### src/verilog/sprite_pkg.sv
package sprite_pkg;

	// Sprite table geometry
	localparam int SPRITE_COUNT = 256;
	localparam int SPRITE_IDX_W = 8;

	// Line geometry
	localparam int LINE_WIDTH = 800;
	localparam int COORD_W    = 10;
	localparam int COLOR_W    = 8;

	// Host register port, 16-bit words
	localparam int CFG_ADDR_W = 10;
	localparam int WORD_W     = 16;

	// Table select in the top two register address bits
	localparam logic [1:0] TBL_X = 2'd0;
	localparam logic [1:0] TBL_Y = 2'd1;
	localparam logic [1:0] TBL_H = 2'd2;
	localparam logic [1:0] TBL_A = 2'd3;

	// Sprite sheet memory
	localparam int MEM_ADDR_W    = 16;
	localparam int NIBBLE_ADDR_W = 18;
	localparam int STRIDE_NARROW = 128;
	localparam int STRIDE_WIDE   = 256;

	typedef struct packed {
		logic                  wr;
		logic [CFG_ADDR_W-1:0] addr;
		logic [WORD_W-1:0]     data;
	} cfg_wr_t;

	typedef struct packed {
		logic [COORD_W-1:0]    x;
		logic                  enable;
		logic [3:0]            palette;
		logic                  wide;
		logic [COORD_W-1:0]    y_top;
		// Offset of the last pixel, not the pixel count
		logic [5:0]            width;
		logic [COORD_W-1:0]    y_bottom;
		logic [MEM_ADDR_W-1:0] base;
	} sprite_attr_t;

	typedef struct packed {
		logic                  valid;
		logic [MEM_ADDR_W-1:0] addr;
	} mem_req_t;

	typedef struct packed {
		logic               wr;
		logic [COORD_W-1:0] x;
		logic [COLOR_W-1:0] color;
	} pix_wr_t;

endpackage

### src/verilog/sprite_renderer.sv
`timescale 1ns/1ns

module sprite_renderer (
	input  logic                                CLK,
	input  logic                                RSTb,
	input  logic                                line_start,
	input  logic [sprite_pkg::COORD_W-1:0]      render_y,
	input  sprite_pkg::sprite_attr_t            attr,
	output logic [sprite_pkg::SPRITE_IDX_W-1:0] sprite_idx,
	output sprite_pkg::mem_req_t                mem_req,
	input  logic                                mem_ready,
	input  logic [sprite_pkg::WORD_W-1:0]       mem_data,
	output sprite_pkg::pix_wr_t                 pix_wr,
	output logic                                render_busy
);

	import sprite_pkg::*;

	typedef enum logic [2:0] {
		S_IDLE,
		S_BEGIN,
		S_LOAD,
		S_ADDR,
		S_FETCH,
		S_BLIT,
		S_FINISH
	} state_t;

	// Control state
	state_t                  state, state_next;
	logic [SPRITE_IDX_W-1:0] idx, idx_next;
	logic                    req_valid, req_valid_next;
	logic                    pix_strobe, pix_strobe_next;

	// Payload
	logic [MEM_ADDR_W-1:0]   req_addr, req_addr_next;
	logic [COORD_W-1:0]      v, v_next;
	logic [5:0]              u, u_next;
	logic [WORD_W-1:0]       word_q, word_next;
	logic [COORD_W-1:0]      pix_x_q, pix_x_next;
	logic [COLOR_W-1:0]      pix_color_q, pix_color_next;

	logic                     in_range;
	logic                     last_sprite;
	logic [NIBBLE_ADDR_W-1:0] row_off;
	logic [NIBBLE_ADDR_W-1:0] nib_addr;
	logic [3:0]               cur_nib;
	logic [COORD_W:0]         pix_x;

	assign in_range = attr.enable && (render_y >= attr.y_top) && (render_y <= attr.y_bottom);
	assign last_sprite = (idx == SPRITE_IDX_W'(SPRITE_COUNT - 1));

	// Sheet rows are a power of two in nibbles
	assign row_off = attr.wide ? NIBBLE_ADDR_W'(v) * NIBBLE_ADDR_W'(STRIDE_WIDE)
	                           : NIBBLE_ADDR_W'(v) * NIBBLE_ADDR_W'(STRIDE_NARROW);
	assign nib_addr = {attr.base, 2'b00} + row_off + NIBBLE_ADDR_W'(u);

	// Lowest nibble of the word is the leftmost pixel
	assign cur_nib = word_q[{u[1:0], 2'b00} +: 4];

	// One spare bit so pixels past the right edge can be dropped
	assign pix_x = {1'b0, attr.x} + (COORD_W + 1)'(u);

	always_comb begin
		state_next      = state;
		idx_next        = idx;
		req_valid_next  = req_valid;
		req_addr_next   = req_addr;
		v_next          = v;
		u_next          = u;
		word_next       = word_q;
		pix_strobe_next = 1'b0;
		pix_x_next      = pix_x_q;
		pix_color_next  = pix_color_q;

		if (line_start) begin
			// New line, abandon whatever was in flight
			state_next     = S_BEGIN;
			idx_next       = '0;
			req_valid_next = 1'b0;
		end else begin
			case (state)
				S_IDLE: begin
				end
				S_BEGIN: begin
					// Table read in progress
					state_next = S_LOAD;
				end
				S_LOAD: begin
					u_next = '0;
					v_next = render_y - attr.y_top;
					if (in_range) begin
						state_next = S_ADDR;
					end else if (last_sprite) begin
						state_next = S_IDLE;
					end else begin
						idx_next   = idx + 1'b1;
						state_next = S_BEGIN;
					end
				end
				S_ADDR: begin
					req_valid_next = 1'b1;
					req_addr_next  = nib_addr[NIBBLE_ADDR_W-1:2];
					state_next     = S_FETCH;
				end
				S_FETCH: begin
					// Address held until the memory accepts
					if (mem_ready) begin
						req_valid_next = 1'b0;
						word_next      = mem_data;
						state_next     = S_BLIT;
					end
				end
				S_BLIT: begin
					// Zero nibbles are transparent
					pix_strobe_next = (cur_nib != 4'd0) && (pix_x < (COORD_W + 1)'(LINE_WIDTH));
					pix_x_next      = pix_x[COORD_W-1:0];
					pix_color_next  = {attr.palette, cur_nib};
					if (u == attr.width) begin
						state_next = S_FINISH;
					end else begin
						u_next = u + 1'b1;
						if (u[1:0] == 2'd3) begin
							state_next = S_ADDR;
						end
					end
				end
				S_FINISH: begin
					if (last_sprite) begin
						state_next = S_IDLE;
					end else begin
						idx_next   = idx + 1'b1;
						state_next = S_BEGIN;
					end
				end
				default: begin
					state_next = S_IDLE;
				end
			endcase
		end
	end

	always_ff @(posedge CLK) begin
		if (!RSTb) begin
			state      <= S_IDLE;
			idx        <= '0;
			req_valid  <= 1'b0;
			pix_strobe <= 1'b0;
		end else begin
			state      <= state_next;
			idx        <= idx_next;
			req_valid  <= req_valid_next;
			pix_strobe <= pix_strobe_next;
		end
	end

	always_ff @(posedge CLK) begin
		req_addr    <= req_addr_next;
		v           <= v_next;
		u           <= u_next;
		word_q      <= word_next;
		pix_x_q     <= pix_x_next;
		pix_color_q <= pix_color_next;
	end

	assign sprite_idx  = idx;
	assign render_busy = (state != S_IDLE);
	assign mem_req     = '{valid: req_valid, addr: req_addr};
	assign pix_wr      = '{wr: pix_strobe, x: pix_x_q, color: pix_color_q};

endmodule
### config.mk
export PLATFORM = sky130hd
export DESIGN_NAME = sprite_renderer
export DESIGN_NICKNAME = d
export VERILOG_FILES = /design/src/verilog/sprite_pkg.sv /design/src/verilog/sprite_renderer.sv
export SDC_FILE = /design/constraint.sdc
export NUM_CORES = 1
export LEC_CHECK = 0
export BUFFER_PORTS_ARGS = -buffer_cell sky130_fd_sc_hd__buf_2
export CAP_MARGIN = 20
export CORE_ASPECT_RATIO = 1.4
export CORE_UTILIZATION = 49
export CTS_BUF_LIST = sky130_fd_sc_hd__clkbuf_16
export DETAILED_ROUTE_END_ITERATION = 10
export GPL_ROUTABILITY_DRIVEN = 0
export PLACE_DENSITY_LB_ADDON = 0.3
export SLEW_MARGIN = 20
export SYNTH_ARGS = -nofsm -noshare
export SYNTH_HDL_FRONTEND = slang
export SYNTH_SLANG_ARGS = --single-unit
### constraint.sdc
create_clock -name CLK -period 4.3 [get_ports CLK]
set_clock_uncertainty 0.15 [all_clocks]
set_input_delay 0.645 -clock CLK [delete_from_list [all_inputs] [get_ports CLK]]
set_output_delay 0.645 -clock CLK [all_outputs]
set_load 0.03 [all_outputs]
**After elaboration in Yosys (flattened, before gate mapping)**

Index checks and enable logic that the tools add are counted.

- Flip-flop bits (word level): 79
- Logic and storage cells: 76

- Add/subtract/negate cells: 6
- $lt $le $gt $ge: 3
- Equal/unequal tests: 16
- Shift operators: 1
- Multiplexer cells: 15
- Bitwise logic cells: 4
- Reductions and logical operators: 20

Operators by type and width:

| cell | number |
|---|---|
| $pmux 3 s7 | 1 |
| $add 18x18->18 | 1 |
| $add 18x6->18 | 1 |
| $mux 18 | 1 |
| $mux 8 | 2 |
| $pmux 8 s2 | 1 |
| $shiftx 16x5->4 | 1 |
| $pmux 6 s2 | 1 |
| $reduce_and 3->1 | 4 |
| $add 10x6->11 | 1 |
| $lt 11x10->1 const B | 1 |
| $ge 10x10->1 | 1 |
| $le 10x10->1 | 1 |
| $reduce_and 2->1 | 5 |
| $sub 10x10->10 | 1 |
| $eq 3x3->1 const B | 3 |
| $mux 3 | 3 |
| $add 8x1->8 const B | 1 |
| $eq 8x8->1 const B | 1 |
| $ne 2x2->1 const B | 4 |
| $add 6x1->6 const B | 1 |
| $eq 3x2->1 const B | 2 |
| $eq 6x6->1 | 1 |
| $mux 6 | 1 |
| 15 further kinds | 25 |

**Logic depth before layout (Yosys ltp)**

- Depth after elaboration: 6
- Gate-level depth with buffers: 11
- Gate-level depth less buffers: 11

**Worst setup path before layout**

Ideal clock, no wire load.

- Path type: in2reg
- From: input attr[42] (netlist name)
- To: register req_addr[15], data pin
- Arrival time: 2,834 ps
- Required time: 3,890 ps
- Path slack: 1,057 ps
- Stages on the path: 10
- Buffers on the path: 1
- Cell sequence: clkbuf_1 mux2_2 ha_1 a21oi_1 a21boi_1 a2111oi_2 o21ai_1 nor2_1 o21bai_1 xnor2_1

- Word-level cells in the longest chain between the ends: 3

RTL lines:

| what | RTL line | text |
|---|---|---|
| start: declaration | sprite_renderer.sv:8 | `input sprite_pkg::sprite_attr_t attr,` |
| $mux 18 | sprite_renderer.sv:54 | `assign row_off = attr.wide ? NIBBLE_ADDR_W'(v) * NIBBLE_ADDR_W'(STRIDE_WIDE)` |
| $add 18x18->18 | sprite_renderer.sv:56 | `assign nib_addr = {attr.base, 2'b00} + row_off + NIBBLE_ADDR_W'(u);` |
| $add 18x6->18 | sprite_renderer.sv:56 |  |
| via nib_addr[17] | sprite_renderer.sv:46 | `logic [NIBBLE_ADDR_W-1:0] nib_addr;` |
| end signal: assignment | sprite_renderer.sv:158 | `req_addr <= req_addr_next;` |
| end: declaration | sprite_renderer.sv:36 | `logic [MEM_ADDR_W-1:0] req_addr, req_addr_next;` |

The timed path passes the listed nets, and every way through them passes these cells.
A chain may end at the register's enable or synchronous reset.

**Final worst setup path**

Same ends and word-level chain as after synthesis.

==> results.yml <==
place:
  dp_hpwl_microns: 7880
  numPortBuffers: 132
synthesis:
  ys_ff_latch: 79
  syn-num-nets: 568
  synth_edf_count: 66
  synthesis.area_sq_um: 4810
  synth_cells: 435
  async_reset_ff_share_pct: 0
  yosysWarnings: 0
  avgSynthCellArea_sq_um: 11.1
  ys_seq_area_share_pct: 46.6
  ys_types: 65
  ys.flop_type: "edfxtp_1"
detailed_routing:
  drt_first_pass_iters: 6
  routed_via_density: 5.37
  num_vias: 3812
  ant_nets: 0
  route.detailed.drc: 0
  drtIter0Drc: 99
  wl_per_cell_microns: 14.1
  drt_wl_total_microns: 10000
clock_tree:
  ctsResizeCount: 0
  hold_buffers: 0
  clk_latency_ns: 0.34
  cts_buffers: 9
  clock_sinks: 79
  cts_tree: "built"
  cts.path.max_buffers: 2
  post_cts.repair.setup_buffers: 0
  clk_pin_slew_ns: 0.06
  cts.htree.levels: 3
  cts-root-buf: "clkbuf_16"
timing:
  drv_slew: 0
  final.setup.tns_ns: 0
  hold_slack_ns: 0.328
  fin_crit_sh_pct: 71.9
  worstMarginPinSlew_ns: 0.532
  rsz0062_at_grt: "false"
  fmax_ghz: 0.324
  hold_violations: 0
  finalSetupViolCount: 0
  maxSlewHeadroom_pct: 64.3
  final.min_clock_period_ns: 3.09
pwr:
  p_sw_share_pct: 24.5
  power_w: 0.00179
  p_int_w: 0.00135
  comb_power_share_pct: 14.5
  pwr-share-clk_pct: 38.5
  sequentialPowerShare_pct: 46.9
  power.density_nw_per_um2: 303
  peakVddDrop_mv: 0.193
  p_sw_w: 0.000439
  p_leak_nw: 2.57
worst_setup_path:
  r2r_cells: 8
  r2r-end: "pix_strobe"
  endpoint_kind: "flip-flop"
  cp_data_arrival_time_ns: 3.02
  critPathKind: "in2reg"
  critPathMaxFanout: 11
  startpoint_type: "input pin"
  r2r_start: "u[0]"
  crit_required_ns: 4.23
  r2r_slack_ns: 1.35
grt:
  antenna_found_initial: 0
  grt_max_degree: 19
  grt_pass1_wl_microns: 16200
  grt_pass1_vias: 3737
  overflow: 0
  groute.usage.overall_pct: 20.3
die:
  num_io_pins: 133
  rows: 42
  core_sq_um: 9510
  die_h_microns: 119
  dieArea_sq_um: 10200
  fp.dieW_microns: 85.8
  start_util_pct: 50.6
final_layout:
  layout_common_cells: "buf_2 (132), edfxtp_1 (66), inv_1 (42), ha_1 (42), nor2_1 (27)"
  diodes: 0
  fill_cells: 780
  fin_nets: 706
  area_delta_synth_final_pct: 22.9
  layout_commonest_cell: "buf_2"
  drive_gt1_share_pct: 31.5
hold_path:
  hold_start: "mem_data[0]"
  worstHoldPathType: "in2reg"
  whs_endpoint: "word_q[0]"
  hold_depth: 1
run_status:
  outcome: "finished, final reports clean"
job:
  maxCapViolations: 0
## stage by stage
stage / std cells / setup WS [ns] / cell area (sq um) / utilization [%]
2_1_floorplan: 435 / 1.06 / 4810 / -
3_3_place_gp: 693 / 1.02 / 5630 / 59.2
3_5_place_dp: 694 / 0.875 / 5640 / 59.3
4_1_cts: 710 / 1.24 / 5910 / 62.2
5_1_grt: 710 / 1.04 / 5910 / 62.2
6_report: 710 / 1.21 / 5910 / 62.2
## power groups by stage
stage	clock (W)	combinational, W	sequential, W
after floorplan	0	0.000173	0.000857
after global placement	0	0.000246	0.000857
after detailed placement	0	0.000258	0.000857
after CTS	0.000708	0.000260	0.000840
after global routing	0.000741	0.000291	0.000840
final	0.000690	0.000260	0.000841
## how the worst max path moves through the flow
| stage | start | end | slack, ns | cells past startpoint |
|---|---|---|---|---|
| floorplan | attr[42] | req_addr[15] | 1.06 | 10 |
| global placement | attr[42] | req_addr[15] | 1.02 | 10 |
| detailed placement | attr[42] | req_addr[15] | 0.88 | 10 |
| CTS | attr[42] | req_addr[15] | 1.24 | 10 |
| global route | attr[42] | req_addr[15] | 1.04 | 10 |
| finish | attr[42] | req_addr[15] | 1.21 | 10 |
## flip-flops by register name (all words and copies together), names as in the netlist
signal,flops
req_addr,16
word_q,16
pix_x_q,10
v,10
pix_color_q,8
sprite_idx,8
u,6
state,3
pix_strobe,1
req_valid,1
## worst max-delay path: stages
cell and delay, ns:
buf_2 0.21, mux2_2 0.37, ha_1 0.32, a21oi_1 0.30, o211ai_1 0.23, a2111oi_2 0.42
o21ai_1 0.19, nor2_1 0.13, o21bai_1 0.09, xnor2_1 0.13
## cells by family (layout without fill, tap and decap cells)
group	after synthesis	in the layout	share of synthesized area, %
AO/OA/AOI/OAI	104	104	15.4
XOR/XNOR	38	38	6.91
adder cells (fa/ha/maj)	45	45	12.2
buffers and inverters	51	194	4.16
flip-flops	79	79	46.6
multiplexers	13	13	3.98
AND/OR/NAND/NOR	105	105	10.8
## cell usage after synthesis (4+ instances only)
cell type | instances | area share [%]
nand3_1 | 12 | 1.2
a21oi_1 | 24 | 2.5
nor3_1 | 7 | 0.73
a211oi_1 | 4 | 0.62
o21ai_0 | 16 | 1.7
and3_1 | 4 | 0.52
ha_1 | 42 | 11
nand4_1 | 4 | 0.52
mux2_2 | 9 | 2.1
nor2b_1 | 5 | 0.65
nand2_1 | 25 | 1.9
nor4_1 | 5 | 0.65
edfxtp_1 | 66 | 41
xor2_1 | 15 | 2.7
clkbuf_1 | 4 | 0.31
mux4_2 | 4 | 1.9
nor2_1 | 28 | 2.2
inv_1 | 41 | 3.2
o21bai_1 | 5 | 0.78
a21o_1 | 14 | 2.2
xnor2_1 | 23 | 4.2
dfxtp_1 | 13 | 5.4
## layout make-up
| class | count | area, sq um | share of cell area [%] |
|---|---|---|---|
| Clock buffer | 9 | 225 | 3.81 |
| Clock inverter | 7 | 48.8 | 0.825 |
| Inverter | 42 | 158 | 2.67 |
| Multi-Input combinational cell | 305 | 2380 | 40.3 |
| Sequential cell | 79 | 2240 | 37.9 |
| Tap cell | 132 | 165 | 2.79 |
| Timing Repair Buffer | 136 | 691 | 11.7 |
## layer usage
layer | up-vias | GRT usage, % | part of all wire, %
li1 | 1895 | - | -
met1 | 1783 | 23.0 | 41
met2 | 112 | 36.2 | 53
met3 | 22 | 4.37 | 3.7
met4 | 0 | 9.06 | 2.5
met5 | - | 0 | 0
Power figures use the tool's default switching activity.
